<file path="src/rtl/cache_pkg.sv">
package cache_pkg;

    localparam int ADDR_W         = 32;
    localparam int DATA_W         = 32;
    localparam int LINE_BYTES     = 16;
    localparam int OFFS_W         = 4;
    localparam int IDX_W          = 6;
    localparam int SETS           = 64;
    localparam int TAG_W          = 22;
    localparam int WORDS_PER_LINE = 4;

    localparam logic [1:0] BAD_BUS = 2'b10;  // bit 1 of pa_bad / resp.bad

    typedef logic [LINE_BYTES*8-1:0] line_t;
    typedef logic [TAG_W-1:0]        tag_t;

    typedef struct packed {
        logic                vld;
        logic                wr;
        logic                bypass;
        logic                flush;
        logic [ADDR_W-1:0]   vaddr;
        logic [DATA_W-1:0]   wdata;
        logic [DATA_W/8-1:0] byte_en;
    } core_req_t;

    // arrives with or after the request, held until resp.vld
    typedef struct packed {
        logic              pa_vld;
        logic [ADDR_W-1:0] paddr;
        logic [1:0]        pa_bad;  // [0] page fault, [1] bus error
    } core_xlat_t;

    typedef struct packed {
        logic              vld;
        logic [DATA_W-1:0] rdata;
        logic [1:0]        bad;
    } core_resp_t;

endpackage

</file>
<file path="src/rtl/axi_pkg.sv">
package axi_pkg;

    localparam logic [1:0] BURST_INCR  = 2'b01;
    localparam logic [1:0] RESP_SLVERR = 2'b10;
    localparam logic [2:0] SIZE_WORD   = 3'h2;

    typedef struct packed {
        logic [31:0] addr;
        logic [7:0]  len;
        logic [2:0]  size;
        logic [1:0]  burst;
        logic [9:0]  id;
    } axi_ar_t;

    typedef struct packed {
        logic [31:0] addr;
        logic [7:0]  len;
        logic [2:0]  size;
        logic [1:0]  burst;
        logic [9:0]  id;
    } axi_aw_t;

    typedef struct packed {
        logic [31:0] data;
        logic [3:0]  strb;
        logic        last;
    } axi_w_t;

    typedef struct packed {
        logic [31:0] data;
        logic [1:0]  resp;
        logic [9:0]  id;
        logic        last;
    } axi_r_t;

    typedef struct packed {
        logic [1:0] resp;
        logic [9:0] id;
    } axi_b_t;

endpackage

</file>
<file path="src/rtl/l1_cache_ctrl.sv">
`timescale 1ns/1ps

module l1_cache_ctrl (
    input  logic                             clk,
    input  logic                             rstn,
    input  cache_pkg::core_req_t             req,
    input  cache_pkg::core_xlat_t            xlat,
    output cache_pkg::core_resp_t            resp,
    output logic                             busy,
    output axi_pkg::axi_ar_t                 ar,
    output logic                             arvalid,
    input  logic                             arready,
    input  axi_pkg::axi_r_t                  r,
    input  logic                             rvalid,
    output axi_pkg::axi_aw_t                 aw,
    output logic                             awvalid,
    input  logic                             awready,
    output axi_pkg::axi_w_t                  w,
    output logic                             wvalid,
    input  logic                             wready,
    input  axi_pkg::axi_b_t                  b,
    input  logic                             bvalid,
    output logic                             tag_cs,
    output logic                             tag_we,
    output logic [cache_pkg::IDX_W-1:0]      tag_addr,
    output cache_pkg::tag_t                  tag_wdata,
    input  cache_pkg::tag_t                  tag_rdata,
    output logic                             data_cs,
    output logic                             data_we,
    output logic [cache_pkg::IDX_W-1:0]      data_addr,
    output logic [cache_pkg::LINE_BYTES-1:0] data_lane_en,
    output cache_pkg::line_t                 data_wdata,
    input  cache_pkg::line_t                 data_rdata
);

    import cache_pkg::*;
    import axi_pkg::*;

    typedef enum logic [2:0] {
        S_IDLE,
        S_CMP,
        S_MREQ,
        S_REFILL,
        S_WRITE,
        S_BYP
    } state_e;

    state_e state;
    state_e state_nxt;

    logic [SETS-1:0]       valid_q;
    logic [ADDR_W-1:0]     vaddr_q;
    logic [ADDR_W-1:0]     paddr_q;
    logic [DATA_W-1:0]     wdata_q;
    logic [DATA_W/8-1:0]   be_q;
    logic                  wr_q;
    logic                  byp_q;
    logic                  ar_pend;
    logic                  aw_pend;
    logic                  w_pend;
    logic                  err_q;
    logic [1:0]            beat_q;
    logic [LINE_BYTES-1:0] refill_mask;
    logic [DATA_W-1:0]     rword_q;
    core_resp_t            resp_q;
    core_resp_t            resp_d;

    logic                  accept;
    logic [IDX_W-1:0]      idx_q;
    logic [1:0]            word_q;
    logic                  hit;
    logic                  r_last;
    logic                  r_err;
    logic                  fill_ok;
    logic [DATA_W-1:0]     r_word;

    assign accept  = (state == S_IDLE) && req.vld;
    assign idx_q   = vaddr_q[OFFS_W +: IDX_W];
    assign word_q  = vaddr_q[OFFS_W-1:2];
    assign hit     = valid_q[idx_q] && (tag_rdata == xlat.paddr[ADDR_W-1 -: TAG_W]);
    assign r_last  = rvalid && r.last;  // rready is tied high
    assign r_err   = rvalid && r.resp[1];
    assign fill_ok = (state == S_REFILL) && r_last && !(err_q || r_err);
    assign r_word  = (beat_q == word_q) ? r.data : rword_q;  // last beat may be the one

    assign busy = (state != S_IDLE);
    assign resp = resp_q;

    // arrays are read at acceptance, then addressed from the latch
    assign tag_addr  = (state == S_IDLE) ? req.vaddr[OFFS_W +: IDX_W] : idx_q;
    assign data_addr = (state == S_IDLE) ? req.vaddr[OFFS_W +: IDX_W] : idx_q;
    assign tag_wdata = paddr_q[ADDR_W-1 -: TAG_W];

    always_comb begin
        state_nxt    = state;
        resp_d       = '0;
        tag_cs       = 1'b0;
        tag_we       = 1'b0;
        data_cs      = 1'b0;
        data_we      = 1'b0;
        data_lane_en = '0;
        data_wdata   = {WORDS_PER_LINE{wdata_q}};
        unique case (state)
            S_IDLE: begin
                if (req.vld && req.flush) begin
                    resp_d.vld = 1'b1;  // valid bits cleared below
                end else if (req.vld) begin
                    tag_cs    = 1'b1;
                    data_cs   = 1'b1;
                    state_nxt = S_CMP;
                end
            end
            S_CMP: begin
                if (xlat.pa_vld) begin
                    if (|xlat.pa_bad) begin
                        resp_d.vld = 1'b1;
                        resp_d.bad = xlat.pa_bad;
                        state_nxt  = S_IDLE;
                    end else if (wr_q) begin
                        // merge into the resident line, memory gets it anyway
                        data_cs      = hit && !byp_q;
                        data_we      = 1'b1;
                        data_lane_en = LINE_BYTES'(be_q) << {word_q, 2'b00};
                        state_nxt    = S_WRITE;
                    end else if (byp_q) begin
                        state_nxt = S_BYP;
                    end else if (hit) begin
                        resp_d.vld   = 1'b1;
                        resp_d.rdata = data_rdata[word_q*DATA_W +: DATA_W];
                        state_nxt    = S_IDLE;
                    end else begin
                        state_nxt = S_MREQ;
                    end
                end
            end
            S_MREQ: begin
                if (arready) begin
                    state_nxt = S_REFILL;
                end
            end
            S_REFILL: begin
                data_cs      = rvalid;
                data_we      = 1'b1;
                data_lane_en = refill_mask;
                data_wdata   = {WORDS_PER_LINE{r.data}};
                tag_cs       = fill_ok;
                tag_we       = 1'b1;
                if (r_last) begin
                    resp_d.vld   = 1'b1;
                    resp_d.rdata = r_word;
                    resp_d.bad   = (err_q || r_err) ? BAD_BUS : 2'b00;
                    state_nxt    = S_IDLE;
                end
            end
            S_WRITE: begin
                if (bvalid) begin  // bready tied high
                    resp_d.vld = 1'b1;
                    resp_d.bad = b.resp[1] ? BAD_BUS : 2'b00;
                    state_nxt  = S_IDLE;
                end
            end
            S_BYP: begin
                if (r_last) begin
                    resp_d.vld   = 1'b1;
                    resp_d.rdata = r.data;
                    resp_d.bad   = r_err ? BAD_BUS : 2'b00;
                    state_nxt    = S_IDLE;
                end
            end
        endcase
    end

    always_ff @(posedge clk or negedge rstn) begin
        if (!rstn) begin
            state  <= S_IDLE;
            resp_q <= '0;
        end else begin
            state  <= state_nxt;
            resp_q <= resp_d;
        end
    end

    always_ff @(posedge clk or negedge rstn) begin
        if (!rstn) begin
            valid_q <= '0;
        end else if (accept && req.flush) begin
            valid_q <= '0;
        end else if (state == S_MREQ) begin
            valid_q[idx_q] <= 1'b0;  // old line gets overwritten beat by beat
        end else if (fill_ok) begin
            valid_q[idx_q] <= 1'b1;
        end
    end

    always_ff @(posedge clk or negedge rstn) begin
        if (!rstn) begin
            wr_q  <= 1'b0;
            byp_q <= 1'b0;
            err_q <= 1'b0;
        end else if (accept) begin
            wr_q  <= req.wr;
            byp_q <= req.bypass;
            err_q <= 1'b0;
        end else if (r_err) begin
            err_q <= 1'b1;
        end
    end

    always_ff @(posedge clk or negedge rstn) begin
        if (!rstn) begin
            beat_q      <= '0;
            refill_mask <= '0;
        end else if (state == S_MREQ) begin
            beat_q      <= '0;
            refill_mask <= LINE_BYTES'(4'hf);
        end else if (state == S_REFILL && rvalid) begin
            beat_q      <= beat_q + 2'd1;
            refill_mask <= {refill_mask[LINE_BYTES-5:0], refill_mask[LINE_BYTES-1 -: 4]};
        end
    end

    always_ff @(posedge clk) begin
        if (accept) begin
            vaddr_q <= req.vaddr;
            wdata_q <= req.wdata;
            be_q    <= req.byte_en;
        end
        if (state == S_CMP && xlat.pa_vld) begin
            paddr_q <= xlat.paddr;
        end
        if (state == S_REFILL && rvalid && beat_q == word_q) begin
            rword_q <= r.data;  // requested word as it passes
        end
    end

    // AR, AW and W hold valid until taken
    always_ff @(posedge clk or negedge rstn) begin
        if (!rstn) begin
            ar_pend <= 1'b0;
            aw_pend <= 1'b0;
            w_pend  <= 1'b0;
        end else begin
            if (state == S_CMP && state_nxt == S_BYP) begin
                ar_pend <= 1'b1;
            end else if (arready) begin
                ar_pend <= 1'b0;
            end
            if (state == S_CMP && state_nxt == S_WRITE) begin
                aw_pend <= 1'b1;
                w_pend  <= 1'b1;
            end else begin
                if (awready) begin
                    aw_pend <= 1'b0;
                end
                if (wready) begin
                    w_pend <= 1'b0;
                end
            end
        end
    end

    assign arvalid  = (state == S_MREQ) || (state == S_BYP && ar_pend);
    assign ar.addr  = byp_q ? paddr_q : {paddr_q[ADDR_W-1:OFFS_W], {OFFS_W{1'b0}}};
    assign ar.len   = byp_q ? 8'd0 : 8'(WORDS_PER_LINE - 1);
    assign ar.size  = SIZE_WORD;
    assign ar.burst = BURST_INCR;
    assign ar.id    = '0;

    assign awvalid  = aw_pend;
    assign aw.addr  = paddr_q;
    assign aw.len   = 8'd0;  // single beat
    assign aw.size  = SIZE_WORD;
    assign aw.burst = BURST_INCR;
    assign aw.id    = '0;

    assign wvalid = w_pend;
    assign w.data = wdata_q;
    assign w.strb = be_q;
    assign w.last = 1'b1;

endmodule

</file>
<file path="config.mk">
export PLATFORM = sky130hd
export DESIGN_NAME = l1_cache_ctrl
export DESIGN_NICKNAME = d
export VERILOG_FILES = /design/src/rtl/cache_pkg.sv /design/src/rtl/axi_pkg.sv /design/src/rtl/l1_cache_ctrl.sv
export SDC_FILE = /design/constraint.sdc
export NUM_CORES = 1
export LEC_CHECK = 0
export BUFFER_PORTS_ARGS = -buffer_cell sky130_fd_sc_hd__buf_2
export CORE_AREA = 5 5 265 267
export CTS_CLUSTER_SIZE = 8
export DETAILED_ROUTE_END_ITERATION = 8
export DIE_AREA = 0 0 270 272
export HOLD_SLACK_MARGIN = 0.03
export SLEW_MARGIN = 20
export SYNTH_ARGS = -nofsm -noshare
export SYNTH_HDL_FRONTEND = slang
export SYNTH_SLANG_ARGS = --single-unit
</file>
<file path="constraint.sdc">
create_clock -name clk -period 4.8 [get_ports clk]
set_clock_uncertainty 0.15 [all_clocks]
set_input_delay 0.24 -clock clk [delete_from_list [all_inputs] [get_ports clk]]
set_output_delay 0.24 -clock clk [all_outputs]
set_load 0.1 [all_outputs]
</file>
### After elaboration in Yosys (flattened, before gate mapping)

Cells that the tools add are included.
W data, S select, Z words.

* word-level logic and storage cells: 134
* bits of input ports: 321
* bits in registers: 236
* output and inout port bits: 368

* shift operators: 2
* equal/unequal tests: 9
* magnitude comparators: 2
* $add $sub $neg: 1
* reductions and logical operators: 30
* mux-type cells: 69
* bitwise operators: 3

Operators with widths (count)
* $mux W64: 3
* $mux W128: 1
* $shiftx A128 B8 Y32: 1
* $mux W35: 3
* $mux W33: 3
* $pmux W32 S3: 1
* $mux W16: 5
* $and A64 B64 Y64: 1
* $mux W32: 2
* $not A64 Y64: 1
* $or A64 B64 Y64: 1
* $pmux W16 S2: 1
* $mux W3: 9
* $eq A22 B22 Y1: 1
* $mux W1: 22
* $mux W2: 9
* $logic_and A1 B1 Y1: 16
* $shl A4 B4 Y16: 1
* $pmux W3 S5: 1
* $eq A3 B3 Y1 const B: 4
* $reduce_bool A2 Y1: 5
* $pmux W2 S4: 1
* $lt A6 B7 Y1 const B: 1
* $bmux W1 S6: 1
* other kinds (16): 22

### Depth between registers and ports, before layout

Gate-level depths: netlist of run 1.

* depth after elaboration: 12
* gate-level depth with buffers: 9

### Least setup slack after synthesis of run 1

Ideal clock, no wire load.

* path kind: flip-flop to output port
* start point: register state[1]
* end point: output port data_cs
* slack: -0.133 ns
* data arrival time: 4.543 ns
* stages on the path, launching flop included: 6
* cell sequence: dfrtp_1 > and4bb_2 > clkbuf_1 > nor3b_2 > nand2_1 > o31ai_1

* cells in the longest elaborated chain, start to end: 2
* elaborated cells on any way between the ends: 4
* those cells by class: 2 x eq/ne; 1 x mux; 1 x reduce/logical

RTL lines
* from (decl): RTL line l1_cache_ctrl.sv:48 `state_e state;`
* from (signal assigned): RTL line l1_cache_ctrl.sv:178 `state <= state_nxt;`
* $eq A3 B2 Y1 (tied with other cells): RTL line l1_cache_ctrl.sv:103 `unique case (state)`
* $pmux W1 S3 *: RTL line l1_cache_ctrl.sv:103
* to (decl): RTL line l1_cache_ctrl.sv:28 `output logic data_cs,`

Mark *: on every way between the ends. The rest lies on a longest branch, timed or not.

### Final worst setup path of run 1

* start point: register vaddr_q[4]
* end point: output port data_cs

* cells in the longest elaborated chain, start to end: 8

RTL lines
* from (decl): RTL line l1_cache_ctrl.sv:52 `logic [ADDR_W-1:0] vaddr_q;`
* from (signal assigned): RTL line l1_cache_ctrl.sv:224 `vaddr_q <= req.vaddr;`
* $bmux W1 S6: RTL line l1_cache_ctrl.sv:80 `assign hit = valid_q[idx_q] && (tag_rdata == xlat.paddr[ADDR_W-1 -: TAG_W]);`
* $mux W1 (not written as such): RTL line l1_cache_ctrl.sv:80
* $logic_and A1 B1 Y1: RTL line l1_cache_ctrl.sv:80
* $logic_and A1 B1 Y1: RTL line l1_cache_ctrl.sv:121 `data_cs = hit && !byp_q;`
* $mux W1: RTL line l1_cache_ctrl.sv:119 `end else if (wr_q) begin`
* $mux W1: RTL line l1_cache_ctrl.sv:115 `if (|xlat.pa_bad) begin`
* $mux W1: RTL line l1_cache_ctrl.sv:114 `if (xlat.pa_vld) begin`
* $pmux W1 S3: RTL line l1_cache_ctrl.sv:103

Every way passes these cells. The select of a mux whose other input is x is not followed.

==> results.txt, run 1 <==
post-synthesis sequential area ratio = 50.4%
core box area = 0.0679 mm^2
Tightest Pin Transition = 1.07 ns
Net Switching = 6.40 mW
CTS tree = done
I/O pin count = 689
combinational power share = 54.1%
Rel. slew slack = 28.5%
Sum Neg Setup Slack = 0 ns
Tot Pwr = 11.3 mW
Die Wd = 270 um
Critical Path AT = 3.63 ns
M1 GR Usage = 15.7%
Final ANT Viol Nets = 0
drt drc = 0
global-route met3 utilization = 5.04%
clock share of power = 21.8%
Most used DFF post-synth = dfrtp_1
Int Pwr = 4.87 mW
Ys Warns = 0
Final min period = 4.02 ns
die area = 0.0734 mm^2
Post-Syn Area = 0.0127 mm^2
WP data required = 4.41 ns
leakage power = 7.89 nW
Max Slew Vio Count = 0
Die Y = 272 um
Total GRT Usage = 15.2%
CTS buffer count = 36
largest net degree at the start of global routing = 72
vias = 11368
DR iter-0 viols = 599
Non-Filler Instances = 2702
maximum VDD drop = 0.000438 V
cts repair resizes = 0
GPL Wtd Cong = 0.875
Syn Inst Count = 1197
DRT Pass-1 Iters = 5
DP HPWL = 45.3 mm
H-tree level count = 2
crit path kind = reg2out
vias per inst = 4.21
CTS clk-pin slew, worst paths = 0.06 ns
Tightest Hold Check Type = in2reg
Clock Latency Late Sink = 0.55 ns
met2 Resource Use GR = 27.9%
starting density of the core = 18.7%
Mapped Avg Cell Area = 10.6 um^2
Startpoint Class = flip-flop
first-pass GRT wire length = 82.2 mm
nets = 2109
total gr overflow = 0
register bit total from synthesis = 234
Placed Cells incl. Taps = 2471
final wirelength = 58.8 mm
std cell rows = 96
final setup fails = 0
vias in the first global route = 11818
GR peak layer = met2
crit path max fanout = 27
Yosys cell types = 56
hold_ws = 0.0582 ns
antenna violations before repair = 15
P per Cell Area = 623 mW/mm^2
EDFF count, synth = 108
register share of total power = 24.2%
ys async rst share = 53.8%
status = complete, no violations
Max Fclk = 249 MHz
share of cells above drive strength 1 = 40.3%
Sw Ratio = 56.8%
Setup crit end kind = output port
post-route clock period utilization = 83.7%
Clock Root Buffer = clkbuf_16
Max Cap Viol = 0
routed len/inst = 21.7 um
I/O Buffers = 597
clock sinks = 234
RSZ-0062 raised after global routing = false
clk buf depth = 3
Hold Violations, Final = 0
synth-to-layout area growth = 42.6%
-- logic make-up after synthesis --
group	after synthesis	share of synthesized area, %
AND/OR/NAND/NOR	379	12.6
buffers and inverters	281	14.5
other	2	0.0592
multiplexers	51	8.58
XOR/XNOR	26	1.80
AO/OA/AOI/OAI	224	12.0
flip-flops	234	50.4
-- final cells by class --
class / instances / area [um^2]
Fill cell: 7101 / 49800
Sequential cell: 234 / 6400
Timing Repair Buffer: 781 / 4800
Multi-Input combinational cell: 725 / 4650
Tap cell: 882 / 1100
Clock buffer: 59 / 1050
Inverter: 10 / 37.5
Clock inverter: 3 / 22.5
Antenna cell: 8 / 20.0
-- through the flow --
stage / worst slack, ns / instance area, um^2 / utilization (%)
4_1_cts: 0.749 / 18100 / 26.6
3_5_place_dp: 1.34 / 15400 / 22.7
3_3_place_gp: 1.37 / 15400 / 22.7
6_report: 0.782 / 18100 / 26.6
2_1_floorplan: 0.637 / 12800 / -
5_1_grt: 0.605 / 18100 / 26.6
-- critical path, cell delays in order (launching register included) --
cell and delay (ns):
edfxtp_1 0.67, buf_4 0.44, mux4_2 0.57, a22oi_1 0.19, o22ai_1 0.11, nor4_1 0.41, a21o_2 0.27, o31ai_2 0.07
buf_2 0.33
-- registers in the layout (all words and copies together) (netlist names) --
register and cells:
ar_pend 1, awvalid 1, be_q 4, beat_q 2
byp_q 1, err_q 1, paddr_q 32, refill_mask 16
resp 35, rword_q 32, state 3, vaddr_q 8
valid_q 64, wdata_q 32, wr_q 1, wvalid 1
-- final timing paths --
check | startpoint | to | slack, ns | cells after the start
min in group asynchronous | rstn | valid_q[43] | 0.08 | 2
min | data_rdata[98] | resp[4] | 0.06 | 4
min reg2reg | rword_q[4] | resp[6] | 0.34 | 2
max | vaddr_q[4] | data_cs | 0.78 | 8
max reg2reg | vaddr_q[4] | resp[30] | 1.38 | 8
max in group asynchronous | rstn | resp[5] | 3.40 | 3
-- placed cells by master, fill, tap and decap left out, types with 5 or more instances in the layout --
cell type / n
buf_2: 596
nand2_1: 191
dlygate4sd3_1: 161
dfrtp_1: 126
nor2_1: 119
edfxtp_1: 108
a211oi_1: 52
mux4_2: 46
conb_1: 45
clkbuf_16: 37
a22oi_1: 35
o21ai_1: 32
o21ai_0: 31
buf_4: 21
xnor2_1: 19
a21oi_1: 18
clkbuf_1: 18
a22o_1: 16
a311oi_1: 16
diode_2: 8
nor2b_1: 8
nor3_1: 8
inv_1: 7
xor2_1: 7
nand3_1: 6
a31oi_1: 6
and2_1: 6
nand2b_1: 5
nand4_1: 5
-- per-layer routing --
metal / share of wire (%) / up-vias
met5: 0.058 / -
met2: 52 / 575
met1: 35 / 5473
met3: 8.2 / 115
met4: 4.9 / 6
li1: - / 5199
-- Yosys cell counts (all sizes together), types with 4 or more instances --
cell type	n	area [um^2]
inv	9	33.8
nor4	4	25.0
and3	4	25.0
a21oi	19	95.1
or2	4	25.0
o21ai	64	324
nor2b	8	50.1
a31oi	6	37.5
xnor2	19	166
nand3	6	30.0
nor3b	4	35.0
xor2	7	61.3
and2	7	43.8
clkbuf	52	195
nand4	5	31.3
mux4	46	1040
nor3	10	55.1
a22o	16	140
dfrtp	126	3150
a22oi	35	263
nor2	121	454
nand2b	5	31.3
a211oi	52	390
a311oi	16	140
buf	219	1610
edfxtp	108	3240
nand2	192	721
-- power by group through the flow --
stage | clock, mW | combinational (mW) | sequential, mW
5_1_grt | 2.60 | 6.29 | 2.76
2_1_floorplan | 0 | 4.45 | 3.45
4_1_cts | 2.54 | 6.13 | 2.72
6_report | 2.45 | 6.09 | 2.72
3_3_place_gp | 0 | 5.96 | 2.75
3_5_place_dp | 0 | 5.97 | 2.76
-- timing repair --
action | CTS | global route
hold buffers | 161 | 0
setup buffers | 0 | 0
endpoints found under the hold margin | 197 | 0
No activity file was read; power rests on OpenSTA's default activity.
==> inputs of run 2 (changes only) <==
clock period = 3.4 ns   (was 4.8 ns; I/O delays follow)
==> results.txt, run 2 (synthesis results as in run 1) <==
die area = 0.0734 mm^2
leakage power = 8.32 nW
Rel. slew slack = 42.6%
Die Y = 272 um
GPL Wtd Cong = 0.889
DRT Pass-1 Iters = 5
Tot Pwr = 16.4 mW
clock share of power = 21.2%
max incr delay on CP = 0.58 ns
DR iter-0 viols = 811
I/O pin count = 689
synth-to-layout area growth = 52.2%
clk buf depth = 3
Clock Root Buffer = clkbuf_16
Die Wd = 270 um
std cell rows = 96
total gr overflow = 0
antenna violations before repair = 11
WP data required = 3.72 ns
Tightest Pin Transition = 0.861 ns
crit path max fanout = 34
H-tree level count = 2
first-pass GRT wire length = 80.1 mm
Total GRT Usage = 14.5%
CTS clk-pin slew, worst paths = 0.05 ns
crit-path cells = buf_12 -> mux4_2 -> a22oi_1 -> o22ai_1 -> nor4_2 -> a21o_2 -> buf_12 -> o2bb2ai_1 -> dlygate4sd3_1
largest net degree at the start of global routing = 72
Final ANT Viol Nets = 0
vias in the first global route = 11777
Clock Latency Late Sink = 0.55 ns
maximum VDD drop = 0.00109 V
share of cells above drive strength 1 = 40.4%
Int Pwr = 7.28 mW
P per Cell Area = 851 mW/mm^2
vias = 11602
starting density of the core = 18.7%
most frequent cells in the layout = buf_2, nand2_1, dlygate4sd3_1, dfrtp_1, nor2_1
CP top delay family = buffers and inverters
Slowest cell on crit path = dlygate4sd3_1
CTS tree = done
routed len/inst = 20.8 um
hold_ws = 0.0295 ns
DP HPWL = 42.6 mm
Tightest Hold Check Type = in2async
Buf+Inv Stages, Crit Path = 3
I/O Buffers = 597
post-route clock period utilization = 97.1%
Net Switching = 9.15 mW
status = complete, no violations
final wirelength = 57.0 mm
Max Slew Vio Count = 0
most used cell, CP = buf_12
Startpoint Class = flip-flop
Setup crit end kind = flip-flop
clock sinks = 234
Max Fclk = 303 MHz
vias per inst = 4.24
crit path kind = reg2reg
nets = 2149
final setup fails = 0
Critical Path AT = 3.62 ns
core box area = 0.0679 mm^2
combinational power share = 55.9%
commonest non-fill, non-tap cell in the layout = buf_2
Sw Ratio = 55.7%
Final min period = 3.30 ns
Max Cap Viol = 0
Top reg by flops = valid_q
register share of total power = 23.0%
max reg flops = 64
drt drc = 0
Hold Violations, Final = 0
CTS buffer count = 36
[run 2: cell types whose count changed in the layout (fill, tap and decap cells not counted), moves of 3 or more]
cell	before	now
buf_4	21	26
clkbuf_8	4	1
o21ai_1	32	35
dlygate4sd3_1	161	189
o21ai_0	31	28
buf_12	2	56
buf_2	596	547
diode_2	8	4
[run 2: worst register-to-register path, stage by stage (launching register included)]
cell and delay, ns:
edfxtp_1 0.40, buf_12 0.20, mux4_2 0.55, a22oi_1 0.23, o22ai_1 0.13, nor4_2 0.36, a21o_2 0.26, buf_12 0.22
o2bb2ai_1 0.15, dlygate4sd3_1 0.58
[run 2: through the flow]
step | setup TNS [ns] | setup slack (ns) | cell area (um^2) | util, % | std cells
2_1_floorplan | -0.0353 | -0.0353 | 12900 | - | 1240
3_3_place_gp | 0 | 0.554 | 16300 | 24.0 | 2481
3_5_place_dp | 0 | 0.460 | 16300 | 24.0 | 2481
4_1_cts | 0 | 0.00947 | 19200 | 28.3 | 2731
5_1_grt | -0.00731 | -0.00731 | 19300 | 28.4 | 2735
6_report | 0 | 0.0982 | 19300 | 28.4 | 2737
[run 2: routing by layer]
layer	routed length [um]	global-route usage (%)
met1	22500	17.8
met2	27300	23.9
met3	4920	4.50
met4	2270	5.62
met5	7	0
[run 2: final timing paths]
| path | start | end | slack [ns] | cells after the start |
|---|---|---|---|---|
| setup / recovery | vaddr_q[4] | state[1] | 0.1 | 9 |
| max in group asynchronous | rstn | resp[15] | 2.22 | 3 |
| hold reg to reg | rword_q[8] | resp[10] | 0.34 | 2 |
| hold / removal | rstn | valid_q[17] | 0.03 | 2 |
| min in group clk | data_rdata[98] | resp[4] | 0.05 | 4 |
| setup reg to reg | vaddr_q[4] | state[1] | 0.1 | 9 |
[run 2: power by group through the flow]
stage               sequential, mW  clock (mW)  combinational [mW]
CTS                           3.77        3.60                9.17
global placement              3.80           0                8.84
finish                        3.77        3.48                9.18
floorplan                     4.87           0                6.29
detailed placement            3.81           0                8.86
global route                  3.83        3.70                9.46
[run 2: cell type report]
type | instances | area (um^2)
fillers | 6977 | 48600
flip-flops and latches | 234 | 6400
multi-input cells | 725 | 4690
repair buffers | 821 | 5990
clock buffers | 55 | 982
well taps | 882 | 1100
diodes | 4 | 10.0
inverters | 10 | 37.5
clock inverters | 6 | 87.6
[run 2: timing repair]
action                     4_1_cts  5_1_grt
buffers inserted                 0        1
cloned                           0        1
hold endpoints to repair       260        0
gates resized for setup          1        7
setup endpoints to repair        2       14
hold buffers                   189        0
==> inputs of run 3 (changes only) <==
SETUP_SLACK_MARGIN = 0.3   (was not set)
SLEW_MARGIN = not set   (was 20)
==> results.txt, run 3 (synthesis results as in run 1) <==
status = complete, no violations
final wirelength = 59.2 mm
Max Fclk = 324 MHz
maximum VDD drop = 0.000718 V
crit path kind = reg2out
vias in the first global route = 12328
starting density of the core = 18.7%
Top reg by flops = valid_q
final core occ = 29.1%
Clock Latency Late Sink = 0.55 ns
WP data required = 3.08 ns
Total GRT Usage = 15.3%
Clock Root Buffer = clkbuf_16
vias per inst = 4.23
CTS clk-pin slew, worst paths = 0.05 ns
I/O Buffers = 597
RSZ-0062 raised after global routing = true
drt drc = 0
Placed Area = 0.0164 mm^2
largest net degree at the start of global routing = 72
final setup fails = 0
total gr overflow = 0
clk buf depth = 3
leakage power = 8.53 nW
commonest non-fill, non-tap cell in the layout = buf_2
Die Wd = 270 um
Hold Violations, Final = 0
Final Cell Area = 0.0197 mm^2
I/O pin count = 689
Setup crit end kind = output port
Die Y = 272 um
share of cells above drive strength 1 = 41.8%
Critical Path AT = 2.76 ns
pre-CTS WS = 0.504 ns
antenna violations before repair = 9
worst reg2reg path depth = 11
Tightest Pin Transition = 0.856 ns
GPL Wtd Cong = 0.860
Setup WS post-layout = 0.318 ns
synth-to-layout area growth = 55.6%
Final ANT Viol Nets = 0
Tot Pwr = 16.7 mW
most frequent cells in the layout = buf_2, dlygate4sd3_1, nand2_1, dfrtp_1, nor2_1
Max Slew Vio Count = 0
vias = 11729
Max Cap Viol = 0
Rel. slew slack = 42.9%
routed len/inst = 21.4 um
crit path max fanout = 13
first-pass GRT wire length = 83.7 mm
max reg flops = 64
nets = 2179
Final min period = 3.08 ns
Tightest Hold Check Type = in2reg
DR iter-0 viols = 714
DRT Pass-1 Iters = 5
std cell rows = 96
CTS buffer count = 37
Min-Delay Path Depth = 4
CTS tree = done
DP HPWL = 45.0 mm
core box area = 0.0679 mm^2
Startpoint Class = flip-flop
H-tree level count = 2
P per Cell Area = 846 mW/mm^2
Sum Neg Setup Slack = 0 ns
post-route clock period utilization = 90.7%
clock sinks = 234
die area = 0.0734 mm^2
## run 3: per-layer routing
layer  vias up  share of wire (%)  track usage, %
li1       5340                  -               -
met5         -              0.044               0
met1      5595                 35            16.2
met2       662                 51            27.9
met3       128                8.4            4.70
met4         4                5.4            7.49
## run 3: worst max-delay path, stage by stage (launching register included)
cell and delay, ns:
edfxtp_1 0.37, buf_12 0.17, buf_12 0.15, mux4_2 0.49, nand3_1 0.10, a21oi_1 0.09, nor4_2 0.32, a21o_2 0.25
o31ai_4 0.08, buf_12 0.18
## run 3: power breakdown
| part | total, mW | leakage, nW | switching (mW) | internal [mW] |
|---|---|---|---|---|
| clock network | 3.62 | 0.547 | 1.39 | 2.23 |
| logic | 9.28 | 5.29 | 7.41 | 1.87 |
| registers | 3.79 | 2.69 | 0.358 | 3.43 |
| total | 16.7 | 8.53 | 9.16 | 7.53 |
## run 3: repair_timing
action,in CTS,in global routing
cloned,1,0
pin swaps,2,0
endpoints found under the setup margin,125,95
hold endpoints to repair,278,0
setup buffers,17,0
resized for setup,20,6
hold buffers,195,0
## run 3: layout make-up
class                      count  area [um^2]
tap                          882         1100
clock buffer                  61         1040
inverter                      10         40.0
clock inverter                 6          106
sequential                   234         6400
antenna                        4         10.0
timing repair buffer         850         6320
multi-input combinational    725         4720
fill                        7044        48100
## run 3: final timing paths
kind / from / end / slack, ns
max in group asynchronous: rstn / resp[22] / 2.06
max reg2reg: vaddr_q[4] / resp[25] / 0.58
max: vaddr_q[4] / data_cs / 0.32
min reg2reg: rword_q[21] / resp[23] / 0.34
min in group asynchronous: rstn / valid_q[56] / 0.56
min: data_rdata[69] / resp[7] / 0.05
## run 3: per-stage QoR
step	std cells	hold WS, ns
global placement	2488	-0.0359
floorplan	1240	-0.276
detailed placement	2488	-0.0331
CTS	2768	0.0315
finish	2772	0.0527
global route	2768	0.0542
